--- config.mk ---
export PLATFORM = sky130hd
export DESIGN_NAME = pocket_core_top
export DESIGN_NICKNAME = d
export VERILOG_FILES = /design/src/hw/pocket_pkg.sv /design/src/hw/bridge_regs.sv /design/src/hw/pocket_core_top.sv /design/src/hw/rom_loader.sv /design/src/hw/video_conditioner.sv
export VERILOG_INCLUDE_DIRS = /design/src /design/src/hw
export SDC_FILE = /design/constraint.sdc
export NUM_CORES = 1
export LEC_CHECK = 0
export ABC_AREA = 1
export ABC_CLOCK_PERIOD_IN_PS = 15000
export BUFFER_PORTS_ARGS = -buffer_cell sky130_fd_sc_hd__buf_2
export CAP_MARGIN = 10
export CORE_ASPECT_RATIO = 1.2
export CORE_MARGIN = 3
export CORE_UTILIZATION = 52
export DETAILED_ROUTE_END_ITERATION = 16
export PLACE_DENSITY = 0.86
export SLEW_MARGIN = 20
export SYNTH_ARGS = -nofsm -noshare
export SYNTH_HDL_FRONTEND = slang
export SYNTH_SLANG_ARGS = --single-unit
--- constraint.sdc ---
create_clock -name clk_74a -period 15 [get_ports clk_74a]
set_clock_uncertainty 0.2 [all_clocks]
set_input_delay 3 -clock clk_74a [delete_from_list [all_inputs] [get_ports clk_74a]]
set_output_delay 3 -clock clk_74a [all_outputs]
set_load 0.01 [all_outputs]
--- src/hw/pocket_consts.svh ---
// pokemon mini wrapper constants
// bridge address map, register offsets, widths and video timing
`ifndef POCKET_CONSTS_SVH
`define POCKET_CONSTS_SVH

//////////////////////////////
// bridge address map
//////////////////////////////

// upper nibble of the address, rom download window
`define POCKET_LOADER_REGION 4'h1
// upper byte of the address, status word
`define POCKET_STATUS_REGION 8'hF8

// settings register, bit 0 is blending enable
`define POCKET_REG_SETTINGS 32'h0000_0100
// write 1 in bit 0 to end the download
`define POCKET_REG_LOADDONE 32'h0000_0104

//////////////////////////////
// widths and timing
//////////////////////////////

`define POCKET_LOAD_ADDR_W 25
`define POCKET_HS_DELAY 3'd7
`define POCKET_RGB_W 24

`endif

--- src/hw/pocket_pkg.sv ---
// pokemon mini wrapper types
// bridge request, rom byte stream, buttons and video bundles
package pocket_pkg;

  `include "pocket_consts.svh"

  // region view of a bridge address
  typedef struct packed {
    logic [7:0]  region;
    logic [23:0] offset;
  } bridge_region_t;

  // one address word, read raw for register hits
  // or split into region and offset for windows
  typedef union packed {
    logic [31:0]    raw;
    bridge_region_t rgn;
  } bridge_addr_u;

  // host bus request, all on clk_74a
  typedef struct packed {
    bridge_addr_u addr;
    logic         rd;
    logic         wr;
    logic [31:0]  wr_data;
  } bridge_req_t;

  // one rom byte toward the core memory
  typedef struct packed {
    logic [`POCKET_LOAD_ADDR_W-1:0] addr;
    logic [7:0]                     data;
  } byte_write_t;

  // loader state as seen by the host
  typedef struct packed {
    logic        download;
    logic        busy;
    logic [23:0] byte_count;
  } loader_status_t;

  // console buttons, active high
  typedef struct packed {
    logic a;
    logic b;
    logic select;
    logic trig_l;
    logic trig_r;
    logic up;
    logic down;
    logic left;
    logic right;
  } buttons_t;

  // raw video out of the emulated core
  typedef struct packed {
    logic [`POCKET_RGB_W-1:0] rgb;
    logic                     hblank;
    logic                     vblank;
    logic                     hsync;
    logic                     vsync;
  } core_video_t;

  // conditioned video for the scaler
  typedef struct packed {
    logic [`POCKET_RGB_W-1:0] rgb;
    logic                     de;
    logic                     hs;
    logic                     vs;
  } scaler_video_t;

endpackage

--- src/hw/bridge_regs.sv ---
// bridge register block
// settings register, write decode for the rom loader
// and the combinational read mux
`timescale 1ns/1ns
`include "pocket_consts.svh"

module bridge_regs (
  input  logic                       clk_74a,
  input  logic                       pll_core_locked,
  input  pocket_pkg::bridge_req_t    bridge,
  input  pocket_pkg::loader_status_t loader_status,
  output logic [31:0]                bridge_rd_data,
  output logic                       blending_enabled,
  output logic                       load_word_valid,
  output logic [31:0]                load_word,
  output logic [23:0]                load_offset,
  output logic                       load_done
);

  logic        hit_settings;
  logic        hit_loaddone;
  logic        hit_loader;
  logic        hit_status;
  logic [31:0] status_word;

  //////////////////////////////
  // address decode
  //////////////////////////////

  // register hits use the full word
  assign hit_settings = bridge.addr.raw == `POCKET_REG_SETTINGS;
  assign hit_loaddone = bridge.addr.raw == `POCKET_REG_LOADDONE;
  // windows only look at the top bits
  assign hit_loader   = bridge.addr.rgn.region[7:4] == `POCKET_LOADER_REGION;
  assign hit_status   = bridge.addr.rgn.region == `POCKET_STATUS_REGION;

  // loader strobes, one cycle each since wr is a single-cycle pulse
  assign load_word_valid = bridge.wr & hit_loader;
  assign load_word       = bridge.wr_data;
  assign load_offset     = bridge.addr.rgn.offset;
  assign load_done       = bridge.wr & hit_loaddone & bridge.wr_data[0];

  //////////////////////////////
  // settings register
  //////////////////////////////

  always_ff @(posedge clk_74a or negedge pll_core_locked) begin
    if (!pll_core_locked) begin
      blending_enabled <= 1'b0;
    end else if (bridge.wr && hit_settings) begin
      blending_enabled <= bridge.wr_data[0];
    end
  end

  //////////////////////////////
  // read mux
  //////////////////////////////

  // count on top, flags in the low bits
  assign status_word = {loader_status.byte_count, 6'b0,
                        loader_status.busy, loader_status.download};

  // same-cycle read data, no wait states on the bridge
  always_comb begin
    if (hit_status) begin
      bridge_rd_data = status_word;
    end else if (hit_settings) begin
      bridge_rd_data = {31'b0, blending_enabled};
    end else begin
      bridge_rd_data = 32'b0;
    end
  end

endmodule

--- src/hw/pocket_core_top.sv ---
// pokemon mini user core wrapper
// bridge registers, rom loader, controller mapping
// and video conditioning, all on clk_74a
`timescale 1ns/1ns

module pocket_core_top (
  input  logic                      clk_74a,
  input  logic                      pll_core_locked,
  input  pocket_pkg::bridge_req_t   bridge,
  input  logic [15:0]               cont1_key,
  input  pocket_pkg::core_video_t   core_video,
  input  logic                      byte_ack,
  output logic [31:0]               bridge_rd_data,
  output pocket_pkg::buttons_t      buttons,
  output logic                      blending_enabled,
  output logic                      byte_req,
  output pocket_pkg::byte_write_t   byte_out,
  output pocket_pkg::scaler_video_t scaler_video
);

  logic                       load_word_valid;
  logic [31:0]                load_word;
  logic [23:0]                load_offset;
  logic                       load_done;
  pocket_pkg::loader_status_t loader_status;

  //////////////////////////////
  // controller 1 key bitmap
  //////////////////////////////

  // face buttons
  assign buttons.a      = cont1_key[4];
  assign buttons.b      = cont1_key[5];
  assign buttons.select = cont1_key[14];
  // shoulder triggers
  assign buttons.trig_l = cont1_key[8];
  assign buttons.trig_r = cont1_key[9];
  // dpad
  assign buttons.up     = cont1_key[0];
  assign buttons.down   = cont1_key[1];
  assign buttons.left   = cont1_key[2];
  assign buttons.right  = cont1_key[3];

  //////////////////////////////
  // blocks
  //////////////////////////////

  bridge_regs u_regs (
    .clk_74a          (clk_74a),
    .pll_core_locked  (pll_core_locked),
    .bridge           (bridge),
    .loader_status    (loader_status),
    .bridge_rd_data   (bridge_rd_data),
    .blending_enabled (blending_enabled),
    .load_word_valid  (load_word_valid),
    .load_word        (load_word),
    .load_offset      (load_offset),
    .load_done        (load_done)
  );

  rom_loader u_loader (
    .clk_74a         (clk_74a),
    .pll_core_locked (pll_core_locked),
    .load_word_valid (load_word_valid),
    .load_word       (load_word),
    .load_offset     (load_offset),
    .load_done       (load_done),
    .byte_ack        (byte_ack),
    .byte_req        (byte_req),
    .byte_out        (byte_out),
    .loader_status   (loader_status)
  );

  video_conditioner u_video (
    .clk_74a         (clk_74a),
    .pll_core_locked (pll_core_locked),
    .core_video      (core_video),
    .scaler_video    (scaler_video)
  );

endmodule

--- src/hw/rom_loader.sv ---
// rom loader
// splits big-endian bridge words into four bytes and hands
// them off over a four-phase req/ack handshake
// also keeps the download flag and the handed-off byte count
`timescale 1ns/1ns
`include "pocket_consts.svh"

module rom_loader (
  input  logic                       clk_74a,
  input  logic                       pll_core_locked,
  input  logic                       load_word_valid,
  input  logic [31:0]                load_word,
  input  logic [23:0]                load_offset,
  input  logic                       load_done,
  input  logic                       byte_ack,
  output logic                       byte_req,
  output pocket_pkg::byte_write_t    byte_out,
  output pocket_pkg::loader_status_t loader_status
);

  // handshake states
  localparam logic [1:0] ST_IDLE = 2'd0;
  // word held, waiting for ack low before first req
  localparam logic [1:0] ST_ARM  = 2'd1;
  // req high, waiting for ack
  localparam logic [1:0] ST_REQ  = 2'd2;
  // req low again, waiting for ack to drop
  localparam logic [1:0] ST_REL  = 2'd3;

  logic [1:0]                     state;
  logic [1:0]                     byte_idx;
  logic [31:0]                    word_q;
  logic [`POCKET_LOAD_ADDR_W-3:0] word_addr_q;
  logic                           download;
  logic [23:0]                    byte_count;

  //////////////////////////////
  // byte output
  //////////////////////////////

  // word offset times four plus byte index, msb byte first
  assign byte_out.addr = {word_addr_q, byte_idx};
  assign byte_out.data = word_q[{~byte_idx, 3'b000} +: 8];

  assign loader_status.download   = download;
  assign loader_status.busy       = state != ST_IDLE;
  assign loader_status.byte_count = byte_count;

  // word and base address, only taken while idle
  // a write during busy is lost
  always_ff @(posedge clk_74a) begin
    if (load_word_valid && state == ST_IDLE) begin
      word_q      <= load_word;
      word_addr_q <= load_offset[`POCKET_LOAD_ADDR_W-3:0];
    end
  end

  //////////////////////////////
  // handshake fsm
  //////////////////////////////

  always_ff @(posedge clk_74a or negedge pll_core_locked) begin
    if (!pll_core_locked) begin
      state      <= ST_IDLE;
      byte_idx   <= 2'd0;
      byte_req   <= 1'b0;
      byte_count <= 24'd0;
    end else begin
      case (state)
        ST_IDLE: begin
          if (load_word_valid) begin
            byte_idx <= 2'd0;
            state    <= ST_ARM;
          end
        end
        ST_ARM: begin
          // req only rises with ack low
          if (!byte_ack) begin
            byte_req <= 1'b1;
            state    <= ST_REQ;
          end
        end
        ST_REQ: begin
          if (byte_ack) begin
            byte_req   <= 1'b0;
            byte_count <= byte_count + 24'd1;
            state      <= ST_REL;
          end
        end
        default: begin
          // ack dropped, next byte or done
          if (!byte_ack) begin
            if (byte_idx == 2'd3) begin
              state <= ST_IDLE;
            end else begin
              byte_idx <= byte_idx + 2'd1;
              byte_req <= 1'b1;
              state    <= ST_REQ;
            end
          end
        end
      endcase
    end
  end

  // download flag, set by any loader write, cleared by the host
  always_ff @(posedge clk_74a or negedge pll_core_locked) begin
    if (!pll_core_locked) begin
      download <= 1'b0;
    end else if (load_done) begin
      download <= 1'b0;
    end else if (load_word_valid) begin
      download <= 1'b1;
    end
  end

endmodule

--- src/hw/video_conditioner.sv ---
// video conditioner
// data enable from blanking, masked rgb, and one-cycle
// sync pulses for the scaler
`timescale 1ns/1ns
`include "pocket_consts.svh"

module video_conditioner (
  input  logic                      clk_74a,
  input  logic                      pll_core_locked,
  input  pocket_pkg::core_video_t   core_video,
  output pocket_pkg::scaler_video_t scaler_video
);

  logic       de_next;
  logic       hs_prev;
  logic       vs_prev;
  logic       hs_rise;
  logic       vs_rise;
  logic [2:0] hs_delay;

  //////////////////////////////
  // edge detect
  //////////////////////////////

  // active video only when neither blank is set
  assign de_next = ~(core_video.hblank | core_video.vblank);

  assign hs_rise = core_video.hsync & ~hs_prev;
  assign vs_rise = core_video.vsync & ~vs_prev;

  always_ff @(posedge clk_74a or negedge pll_core_locked) begin
    if (!pll_core_locked) begin
      hs_prev <= 1'b0;
      vs_prev <= 1'b0;
    end else begin
      hs_prev <= core_video.hsync;
      vs_prev <= core_video.vsync;
    end
  end

  //////////////////////////////
  // output registers
  //////////////////////////////

  always_ff @(posedge clk_74a or negedge pll_core_locked) begin
    if (!pll_core_locked) begin
      scaler_video <= '0;
      hs_delay     <= 3'd0;
    end else begin
      scaler_video.de <= de_next;
      // black outside active video
      scaler_video.rgb <= de_next ? core_video.rgb : '0;

      // vs pulse right after the rising edge
      scaler_video.vs <= vs_rise;

      // hs pushed out so it never sits next to vs
      // a newer edge cancels the pending pulse
      scaler_video.hs <= (hs_delay == 3'd1) && !hs_rise;

      if (hs_rise) begin
        // restart on every new edge
        hs_delay <= `POCKET_HS_DELAY;
      end else if (hs_delay != 3'd0) begin
        hs_delay <= hs_delay - 3'd1;
      end
    end
  end

endmodule

# After elaboration in Yosys (flattened, before gate mapping)
# Index checks and enable logic that the tools add are counted.
[totals] romBits=0 ff_bits=118 mem_bits_rw=0 inputBits=113 wordCells=83 output_inout_bits=103 n_memories=0 latchBits=0
[classes] multipliers=0 muxes=22 n_reduce_logical=14 div=0 add_sub_neg=3 eq_ne=16 n_lt_le_gt_ge=0 n_shift=1 bitwise=12
[ops] cell="equality test 32 x 9 -> 1 bit, second input constant" count=2
[ops] cell="2-to-1 mux 32 bit" count=1
[ops] cell="indexed part select 32 x 6 -> 8 bit" count=1
[ops] cell="adder 24 x 1 -> 24 bit, second input constant" count=1
[ops] cell="2-to-1 mux 24 bit" count=1
[ops] cell="2-to-1 mux 2 bit" count=8
[ops] cell="equality test 8 bit, second input constant" count=1
[ops] cell="!= test 2 x 1 -> 1 bit, second input constant" count=4
[ops] cell="AND reduction 4 bit" count=2
[ops] cell="2-to-1 mux 1 bit" count=7
[ops] cell="2-to-1 mux 3 bit" count=2
[ops] cell="one-hot mux 2 bit (3 select lines)" count=1
[ops] cell="nonzero test 2 bit" count=3
[ops] cell="bitwise AND 1 bit" count=5
[ops] cell="inverter 1 bit" count=5
[ops] cell="AND reduction 5 bit" count=1
[ops] cell="equality test 2 bit, second input constant" count=2
[ops] cell="equality test 4 x 1 -> 1 bit, second input constant" count=1
[ops] cell="!= test 2 bit, second input constant" count=2
[ops] cell="one-hot mux 2 bit (2 select lines)" count=1
[ops] cell="equality test 3 x 1 -> 1 bit, second input constant" count=1
[ops] cell="logical AND 1 bit" count=3
[ops] cell="!= test 3 x 1 -> 1 bit, second input constant" count=1
[ops] cell="!= test 3 bit, second input constant" count=1
[ops] cell="other kinds (11)" count=11

# Logic depth before layout (Yosys ltp)
# Gate-level depths: netlist of the first run.
[depth] ltp_word=4 depth_mapped=10 ltp_nobuf=10

# Cells and area by module
# A second synthesis of the first run with hierarchy kept.
[hier_totals] hier_cells=586 hier_area_um2=5950.7
[by_module_without_submodules] module="rom_loader" cells_per_inst=278 area_each_um2=3504.6 seq_area_each_um2=2402.3 n_inst=1
[by_module_without_submodules] module="video_conditioner" cells_per_inst=109 area_each_um2=1199.9 seq_area_each_um2=800.8 n_inst=1
[by_module_without_submodules] module="bridge_regs" cells_per_inst=190 area_each_um2=1178.6 seq_area_each_um2=25.0 n_inst=1
[by_module_without_submodules] module="pocket_core_top" cells_per_inst=9 area_each_um2=67.6 seq_area_each_um2=0.0 n_inst=1

# Worst setup path after synthesis of the first run
# OpenSTA, ideal clock, no wires.
[synth_timing] kind="input port to flip-flop" from="input port bridge[64] (netlist bit)" to="register u_loader.state[0]" cell_stages=6 path_buffers=0 setup_time_ns=0.066 required_ns=14.734 slack_ns=7.142 arrival_time_ns=7.593 path_cell_list="inv_1 nand2_1 nor3_1 or2_2 nand3_1 nand2_1"
[synth_between] elab_chain_cells=4
[synth_lines] item="start, declared" line_no="pocket_core_top.sv:9" text="input pocket_pkg::bridge_req_t bridge,"
[synth_lines] item="equality test 4 x 1 -> 1 bit (no line)"
[synth_lines] item="bitwise AND 1 bit" line_no="bridge_regs.sv:38" text="assign load_word_valid = bridge.wr & hit_loader;"
[synth_lines] item="!= test 2 x 1 -> 1 bit (no line)"
[synth_lines] item="AND reduction 4 bit (no line)"
[synth_lines] item="end signal, assigned" line_no="rom_loader.sv:64" text="state <= ST_IDLE;"
[synth_lines] item="end signal, assigned" line_no="rom_loader.sv:73" text="state <= ST_ARM;"
[synth_lines] item="end signal, assigned" line_no="rom_loader.sv:80" text="state <= ST_REQ;"
[synth_lines] item="end, declared" line_no="rom_loader.sv:30" text="logic [1:0] state;"
# No other way between the ends.
# A chain may end at the register's enable or synchronous reset.

# Worst setup path in the final report of the first run
[layout_timing] from="input port bridge[59] (netlist bit)" to="output port bridge_rd_data[11]"
[layout_between] elab_chain_cells=2
[layout_lines] item="equality test 8 bit (no line)"
[layout_lines] item="2-to-1 mux 32 bit" line_no="bridge_regs.sv:65" text="if (hit_status) begin"
[layout_lines] item="end, declared" line_no="pocket_core_top.sv:13" text="output logic [31:0] bridge_rd_data,"
# No other way between the ends.

==> impl_results.md, run 1 <==
* Post-CTS Hold Buffers at 0
* Placed cell area at 6170 um^2
* Dpl hpwl at 8900 um
* Slew Limit Fails at 0
* Layout area overhead at 31.2%
* Compound-Gate Fraction of Synth Area at 4.40%
* VDD IR max at 0.0000955 V
* Post-Synth Adder-Cell Area at 2.16%
* GR peak layer: met2
* Crit Path Category: in -> out
* Max-cap violations at 0
* CTS Sinks at 118
* Grt ovf at 0
* Simple-Gate Fraction of Synth Area at 19.3%
* Post-synth ARST share at 53.4%
* Total CTS buffers at 17
* Tcrit/Tclk final at 49.7%
* RSZ-0062 raised after global routing: no
* Largest net degree at the start of global routing at 64
* Final ANT Viol Nets at 0
* Synth Area in XOR/XNOR at 2.69%
* Ys Warns at 0
* Multi-input logic area at 1510 um^2
* Synth area leaders: edfxtp_1, dfrtp_1, nor2_1
* Later-pin clock latency in the skew report at 400 ps
* Sequential share of the synthesized area at 62.0%
* Final nets at 843
* Pwr Total at 1.00 mW
* CP arrival at 4260 ps
* Setup TNS at 0 ps
* Post-CTS Setup Bufs at 0
* Number of synthesized flops with an enable pin at 55
* FMAX at 134 MHz
* Via count at 4221
* Synth cell types at 30
* Max clock buf depth at 2
* Largest family of logic cells by synthesized area: simple AND/OR/NAND/NOR gates
* First-pass iteration count of the detailed router at 4
* TritonCTS clock tree: yes
* Vias in the first global route at 4341
* Core Area at 9660 um^2
* Initial antenna violation count at 0
* Die area at 11200 um^2
* Leakage at 3.65 nW
* DR WL/cell at 14.6 um
* Top cell type's share of synthesized area at 31.7%
* Final instance area at 6830 um^2
* CTS H-tree lvls at 4
* Synth Flop Type: dfrtp_1
* Top cell type by total area after synthesis: edfxtp_1
* Clock Pin Slew Worst Setup and Hold Paths at 50 ps
* Post-layout min period at 7460 ps
* Outcome: completed
* Mapped Cells at 534
* Hold Crit Class: reg -> reg
* Syn Area/Cell at 9.74 um^2
* Yosys reg bits at 118
* Post-place setup slack at 6990 ps
* Fin. Hold Viols at 0
* Worst slew pin tran at 811 ps
* Fillers at 723
* Critical path peak fanout at 19
* FF/Latch Area at 3230 um^2
* Gr usage total at 23.0%
* Num ports at 216
* Diodes inserted at 0
* Cell Rows at 39
* Root Driver: clkbuf_16
* Power Density at 147 nW/um^2
* Starting Density at 53.9%
* Crit path capture type: output port
* M1 GR Usage at 25.6%
* Die Y at 116 um
* DRC at 0
* Slew margin rel. at 45.9%
* Placer Congestion at 0.879
* Layout cell share with drive strength beyond 1 at 31.3%
* Met2 usage at 42.6%
* Vias/cell at 4.93
* Final Non-Filler Cells at 857
* DRT Wirelength at 12500 um
* Req. time, crit path at 11800 ps
* Post-Syn Area at 5200 um^2
* Final setup violation count at 0
* Port Buffers at 183
* Post-synthesis mux area share at 0%
* GRT met3 Usage at 5.84%
* Dpl cells at 824
* Global-route wire length before repair at 20400 um
* Setup ws final at 7540 ps
* DR iter-0 viols at 169
* Die Wd at 97.3 um
* Worst setup SP type: primary input
* CTS-repair resized insts at 0
[Yosys cell counts (5+ instances only)]
master / number
edfxtp_1: 55
nand2_1: 75
a21oi_1: 6
nor3_1: 7
xor2_1: 16
ha_1: 9
o21ai_0: 23
nand3_1: 20
dfrtp_1: 63
inv_1: 90
o22ai_1: 8
nand4_1: 5
nor2_1: 113
buf_4: 15
[stage by stage]
stage	utilization (%)	hold WS [ps]
5_1_grt	70.7	231
3_3_place_gp	63.8	183
4_1_cts	70.6	190
3_5_place_dp	63.8	181
2_1_floorplan	-	176
6_report	70.7	191
[final cells by class]
type	instances	share of cell area, %
tap	123	2.25
clock buffer	29	8.85
sequential	118	47.3
timing repair buffer	186	13.8
multi-input combinational	307	22.1
inverter	91	5.02
clock inverter	3	0.660
[state kept, by name, indices dropped and copies added, names as in the netlist]
| register | count |
|---|---|
| u_loader.byte_count | 24 |
| u_loader.byte_idx | 2 |
| u_loader.byte_req | 1 |
| u_loader.download | 1 |
| u_loader.state | 2 |
| u_loader.word_addr_q | 23 |
| u_loader.word_q | 32 |
| u_regs.blending_enabled | 1 |
| u_video.hs_delay | 3 |
| u_video.hs_prev | 1 |
| u_video.scaler_video | 27 |
| u_video.vs_prev | 1 |
[worst max-delay path, stage by stage]
cell and delay, ps:
buf_2 100, nor2_1 150, nand4_1 420, buf_6 330
nor2_1 100, buf_2 140
[cells in the final DEF (no fill, tap or decap), drive strengths merged]
cell type	count
nand3b	2
o211ai	1
a31oi	1
nor2	118
nand4	5
o22ai	8
o21ai	27
clkbuf	29
dfrtp	63
ha	9
nor3	7
nand2	80
inv	91
conb	6
xor2	16
a21oi	6
nand3	20
clkinv	2
or2	1
buf	186
edfxtp	55
bufinv	1
[cells by family (layout without fill, tap and decap cells)]
kind of cell | after synthesis | in the layout
compound gates | 43 | 43
xor+xnor | 16 | 16
fa+ha+maj | 9 | 9
buf+inv | 114 | 309
flops | 118 | 118
other cells | 1 | 6
simple gates | 233 | 233
[final timing paths]
path | depth (start not counted) | slack [ps] | start | to
max in group asynchronous | 2 | 11500 | pll_core_locked | u_video.scaler_video[18]$_DFF_PN0_
min reg2reg | 1 | 190 | u_video.vs_prev$_DFF_PN0_ | u_video.scaler_video[0]$_DFF_PN0_
max | 6 | 7540 | bridge[59] | bridge_rd_data[11]
max reg2reg | 8 | 12680 | u_loader.state[1]$_DFFE_PN0P_ | u_loader.state[1]$_DFFE_PN0P_
min in group asynchronous | 2 | 2560 | pll_core_locked | u_loader.byte_count[21]$_DFFE_PN0P_
min | 1 | 190 | u_video.vs_prev$_DFF_PN0_ | u_video.scaler_video[0]$_DFF_PN0_
[routing by layer]
| metal | vias up | wire [um] |
|---|---|---|
| li1 | 2030 | - |
| met3 | 29 | 939 |
| met5 | - | 0 |
| met4 | 0 | 272 |
| met2 | 203 | 6730 |
| met1 | 1959 | 4550 |
[where the power goes]
group	total, mW	internal (mW)	switching, mW
Clock	0.425	0.289	0.136
Sequential	0.393	0.367	0.0266
Combinational	0.186	0.0696	0.117
No activity file was read; power rests on OpenSTA's default activity.
==> run 2, diff against run 1 <==
- ABC_CLOCK_PERIOD_IN_PS: 15000 -> 6950
- CORE_UTILIZATION: 52 -> 48
- PLACE_DENSITY: 0.86 -> 0.8
- clock period: 15 -> 6.95 ns (I/O delays scaled with it)
==> impl_results.md, run 2 (same netlist as run 1, synthesis figures left out) <==
* Outcome: completed (unchanged)
* Crit Path Category: in -> out (unchanged)
* Largest registers: u_loader.word_q x32, u_video.scaler_video x27, u_loader.byte_count x24 (unchanged)
* Largest Register: u_loader.word_q (unchanged)
* Total CTS buffers at 17 (unchanged)
* VDD IR max at 0.000175 V (was 0.0000955 V)
* DRC at 0 (unchanged)
* FMAX at 246 MHz
* CTS H-tree lvls at 4 (unchanged)
* Diodes inserted at 0 (unchanged)
* CP most frequent cell: buf_2
* Dpl hpwl at 8900 um (about the same)
* First-pass iteration count of the detailed router at 4 (unchanged)
* Leakage at 3.61 nW (was 3.65 nW)
* Tcrit/Tclk final at 58.4%
* Worst Hold Depth at 1 (unchanged)
* Post-layout min period at 4060 ps
* Hold Crit Class: reg -> reg (unchanged)
* Worst path top cell family by delay: buffers and inverters (was simple AND/OR/NAND/NOR gates)
* TritonCTS clock tree: yes (unchanged)
* Initial antenna violation count at 0 (unchanged)
* Layout cell share with drive strength beyond 1 at 31.2% (was 31.3%)
* Core Area at 10600 um^2 (was 9660 um^2)
* Root Driver: clkbuf_16 (unchanged)
* Global-route wire length before repair at 18700 um (was 20400 um)
* Final ANT Viol Nets at 0 (unchanged)
* Dpl cells at 831 (was 824)
* DR WL/cell at 13.8 um (was 14.6 um)
* Most frequent cells in the layout: buf_2, nor2_1, inv_1, nand2_1, dfrtp_1 (unchanged)
* Final setup violation count at 0 (unchanged)
* Crit path capture type: output port (unchanged)
* Cell Rows at 41 (was 39)
* Placer Congestion at 0.865 (was 0.879)
* Util after Layout at 64.3% (was 70.7%)
* Grt ovf at 0 (unchanged)
* Worst-case reg-to-reg path depth at 8 (unchanged)
* Final nets at 843 (unchanged)
* Slew Limit Fails at 0 (unchanged)
* Final Non-Filler Cells at 863 (was 857)
* Vias/cell at 4.83 (was 4.93)
* Critical path peak fanout at 26 (was 19)
* CTS-repair resized insts at 0 (unchanged)
* Port Buffers at 183 (unchanged)
* Gr usage total at 19.8% (was 23.0%)
* Starting Density at 49.2% (was 53.9%)
* Die Y at 120 um (was 116 um)
* CP arrival at 2470 ps (was 4260 ps)
* Worst slew pin tran at 801 ps (was 811 ps)
* R2r setup slk at 4260 ps (was 12680 ps)
* CP max-delay cell: o21ai_0 (was nand4_1)
* Via count at 4169 (was 4221)
* Later-pin clock latency in the skew report at 400 ps (about the same)
* Worst setup SP type: primary input (unchanged)
* Layout area overhead at 30.6% (was 31.2%)
* RSZ-0062 raised after global routing: no (unchanged)
* Pwr Total at 2.14 mW (was 1.00 mW)
* Hold Path End: u_video.scaler_video[0]$_DFF_PN0_ (unchanged)
* Req. time, crit path at 5360 ps (was 11800 ps)
* Bufs and invs on worst path at 3 (unchanged)
* Largest net degree at the start of global routing at 64 (unchanged)
* Vias in the first global route at 4127 (was 4341)
* Post-CTS Setup Bufs at 0 (unchanged)
* DR iter-0 viols at 158 (was 169)
* CTS Sinks at 118 (unchanged)
* Max clock buf depth at 2 (unchanged)
* Clock Pin Slew Worst Setup and Hold Paths at 50 ps (about the same)
* Commonest non-fill, non-tap cell in the layout: buf_2 (unchanged)
* Slew margin rel. at 46.6% (was 45.9%)
* R2r endpoint: u_loader.state[1]$_DFFE_PN0P_ (unchanged)
* Die area at 12100 um^2 (was 11200 um^2)
* Power Density at 315 nW/um^2 (was 147 nW/um^2)
* Reg-to-Reg Start: u_loader.state[0]$_DFFE_PN0P_ (was u_loader.state[1]$_DFFE_PN0P_)
* Post-CTS Hold Buffers at 0 (unchanged)
* Crit-path cells: buf_2 -> nor2_1 -> nand4_1 -> buf_4 -> o21ai_0 -> buf_2 (was buf_2 -> nor2_1 -> nand4_1 -> buf_6 -> nor2_1 -> buf_2)
* Fin. Hold Viols at 0 (unchanged)
* Die Wd at 101 um (was 97.3 um)
* Setup TNS at 0 ps (unchanged)
* Crit-path max cell delay at 280 ps (was 420 ps)
* Hold slack at 192 ps (was 191 ps)
* Max-cap violations at 0 (unchanged)
* Num ports at 216 (unchanged)
* Max reg flops at 32 (unchanged)
* Hold path start: u_video.vs_prev$_DFF_PN0_ (unchanged)
* DRT Wirelength at 11900 um (was 12500 um)
## run 2: cell count changes in the layout (fill, tap and decap cells not counted), moves of 2 or more
cell / delta
clkbuf_16: -3
clkinv_2: +3
clkinvlp_4: +3
bufinv_16: +3
clkinv_1: +2
clkbuf_8: -7
## run 2: final cells by class
class                      count  area [um^2]
clock buffer                  18          429
clock inverter                14          183
fill                         831         3770
inverter                      91          343
multi-input combinational    307         1510
sequential                   118         3230
tap                          129          161
timing repair buffer         186          938
## run 2: worst max path at each step
stage                     startpoint                       endpoint  slack, ps  depth (start not counted)
final                     bridge[59]              bridge_rd_data[0]       2890                          6
after global routing      bridge[63]              bridge_rd_data[0]       2830                          9
after CTS                 bridge[59]              bridge_rd_data[0]       2870                          6
after detailed placement  bridge[59]              bridge_rd_data[0]       2880                          6
after global placement    bridge[59]              bridge_rd_data[0]       2880                          6
after floorplan           bridge[64]  u_loader.state[0]$_DFFE_PN0P_        700                          6
## run 2: through the flow
| stage | instance area, um^2 | setup WS [ps] |
|---|---|---|
| after floorplan | 5220 | 702 |
| after global placement | 6180 | 2880 |
| after detailed placement | 6180 | 2880 |
| after CTS | 6790 | 2870 |
| after global routing | 6790 | 2830 |
| final | 6790 | 2890 |
## run 2: metal layers
layer	share of wire, %	track usage [%]
met3	7.4	5.23
met2	52	34.1
met5	0	0
met4	2.9	9.64
met1	38	22.4
## run 2: where the power goes
group / switching (mW) / leakage [nW] / internal [mW]
Sequential: 0.0573 / 1.27 / 0.791
Combinational: 0.243 / 2.05 / 0.150
Clock: 0.301 / 0.291 / 0.596
Total: 0.601 / 3.61 / 1.54
==> run 3, diff against run 2 <==
- ABC_CLOCK_PERIOD_IN_PS: 6950 -> 3750
- clock period: 6.95 -> 3.75 ns (I/O delays scaled with it)
==> impl_results.md, run 3 (same netlist as run 1, synthesis figures left out) <==
* Outcome: completed (unchanged)
* Commonest non-fill, non-tap cell in the layout: buf_2 (unchanged)
* Num ports at 216 (unchanged)
* Leakage at 3.63 nW (was 3.61 nW)
* Largest net degree at the start of global routing at 49 (was 64)
* Worst slew pin tran at 698 ps (was 801 ps)
* Vias/cell at 4.85 (was 4.83)
* Post-CTS Setup Bufs at 0 (unchanged)
* Final Non-Filler Cells at 863 (unchanged)
* CP arrival at 2080 ps (was 2470 ps)
* Hold Crit Class: reg -> reg (unchanged)
* Max-cap violations at 0 (unchanged)
* Final instance area at 6810 um^2 (was 6790 um^2)
* Worst setup SP type: register (was primary input)
* FMAX at 330 MHz
* Setup TNS at 0 ps (unchanged)
* Largest registers: u_loader.word_q x32, u_video.scaler_video x27, u_loader.byte_count x24 (unchanged)
* Initial antenna violation count at 0 (unchanged)
* Cell Rows at 41 (unchanged)
* Sw frac at 27.8% (was 28.1%)
* Crit Path Category: reg -> out (was in -> out)
* P_sw at 1.09 mW (was 601 uW)
* First-pass iteration count of the detailed router at 4 (unchanged)
* Setup ws final at 717 ps (was 2890 ps)
* DRC at 0 (unchanged)
* Req. time, crit path at 2800 ps (was 5360 ps)
* Post-place setup slack at 1060 ps (was 2880 ps)
* Largest Register: u_loader.word_q (unchanged)
* Max reg flops at 32 (unchanged)
* Final ANT Viol Nets at 0 (unchanged)
* Via count at 4188 (was 4169)
* DRT Wirelength at 11900 um (about the same)
* Root Driver: clkbuf_16 (unchanged)
* DR iter-0 viols at 166 (was 158)
* Sequential Power Share at 40.0% (was 39.7%)
* Combinational share of power at 18.4% (about the same)
* Fin. Hold Viols at 0 (unchanged)
* Slew Limit Fails at 0 (unchanged)
* Hold slack at 193 ps (was 192 ps)
* Worst-case reg-to-reg path depth at 5 (was 8)
* Die area at 12100 um^2 (unchanged)
* Layout area overhead at 30.9% (was 30.6%)
* RSZ-0062 raised after global routing: no (unchanged)
* Tcrit/Tclk final at 80.9%
* Internal Power at 2.83 mW (was 1.54 mW)
* Post-CTS Hold Buffers at 0 (unchanged)
* CTS H-tree lvls at 4 (unchanged)
* Worst Hold Depth at 1 (unchanged)
* Final setup violation count at 0 (unchanged)
* Max clock buf depth at 2 (unchanged)
* Diodes inserted at 0 (unchanged)
* Dpl cells at 831 (unchanged)
* Later-pin clock latency in the skew report at 400 ps (about the same)
* Total CTS buffers at 17 (unchanged)
* Grt ovf at 0 (unchanged)
* Most frequent cells in the layout: buf_2, nor2_1, inv_1, nand2_1, dfrtp_1 (unchanged)
* Clock Pin Slew Worst Setup and Hold Paths at 50 ps (about the same)
* Core Area at 10600 um^2 (unchanged)
* Power Density at 576 nW/um^2 (was 315 nW/um^2)
* Global-route wire length before repair at 18900 um (was 18700 um)
* Die Wd at 101 um (unchanged)
* VDD IR max at 0.000262 V (was 0.000175 V)
* Post-layout min period at 3030 ps
* Fillers at 844 (was 831)
* Gr usage total at 19.8% (about the same)
* Placer Congestion at 0.862 (was 0.865)
* Crit path capture type: output port (unchanged)
* Die Y at 120 um (unchanged)
* Pwr Total at 3.93 mW (was 2.14 mW)
* Final nets at 843 (unchanged)
* Starting Density at 49.2% (unchanged)
* Util after Layout at 64.5% (was 64.3%)
* TritonCTS clock tree: yes (unchanged)
* Slew margin rel. at 53.4% (was 46.6%)
* Placed cell area at 6200 um^2 (was 6180 um^2)
* Dpl hpwl at 8900 um (about the same)
* Critical path peak fanout at 21 (was 26)
* Vias in the first global route at 4254 (was 4127)
* CTS Sinks at 118 (unchanged)
* Power share of the clock group at 41.6% (was 42.0%)
* Layout cell share with drive strength beyond 1 at 31.1% (was 31.2%)
* DR WL/cell at 13.8 um (about the same)
* Port Buffers at 183 (unchanged)
* CTS-repair resized insts at 0 (unchanged)
run 3: area by class of cell:
cell class              instances  area [um^2]  share of cell area [%]
clock buffers                  25          518                    7.60
flip-flops and latches        118         3230                    47.4
repair buffers                186          951                    14.0
multi-input cells             307         1520                    22.3
well taps                     129          161                    2.37
clock inverters                 7         92.6                    1.36
inverters                      91          343                    5.03
run 3: critical path, stage by stage (launching register included):
cell and delay [ps]:
dfrtp_1 730, inv_1 410, o21ai_0 290, o22ai_1 110, buf_2 150
run 3: power groups by stage:
| stage | Sequential (mW) | Clock (mW) | Combinational (mW) |
|---|---|---|---|
| after floorplan | 1.56 | 0 | 0.504 |
| after global placement | 1.58 | 0 | 0.682 |
| after detailed placement | 1.59 | 0 | 0.725 |
| after CTS | 1.57 | 1.67 | 0.729 |
| after global routing | 1.59 | 1.73 | 0.822 |
| final | 1.57 | 1.63 | 0.724 |
run 3: path summary, 6_finish.rpt:
path / end / from / slack, ps
setup / recovery: byte_out[0] / u_loader.byte_idx[0]$_DFFE_PN0P_ / 720
hold / removal: u_video.scaler_video[0]$_DFF_PN0_ / u_video.vs_prev$_DFF_PN0_ / 190
setup reg to reg: u_loader.word_q[29]$_DFFE_PP_ / u_loader.state[0]$_DFFE_PN0P_ / 1460
hold reg to reg: u_video.scaler_video[0]$_DFF_PN0_ / u_video.vs_prev$_DFF_PN0_ / 190
max in group asynchronous: u_loader.byte_count[14]$_DFFE_PN0P_ / pll_core_locked / 2270
min in group asynchronous: u_video.vs_prev$_DFF_PN0_ / pll_core_locked / 200
run 3: metal layers:
metal	GRT usage, %	part of all wire (%)	vias up
met1	22.3	38	1968
met2	34.7	53	169
li1	-	-	2036
met3	6.63	7.6	15
met5	0	0	-
met4	6.65	1.2	0
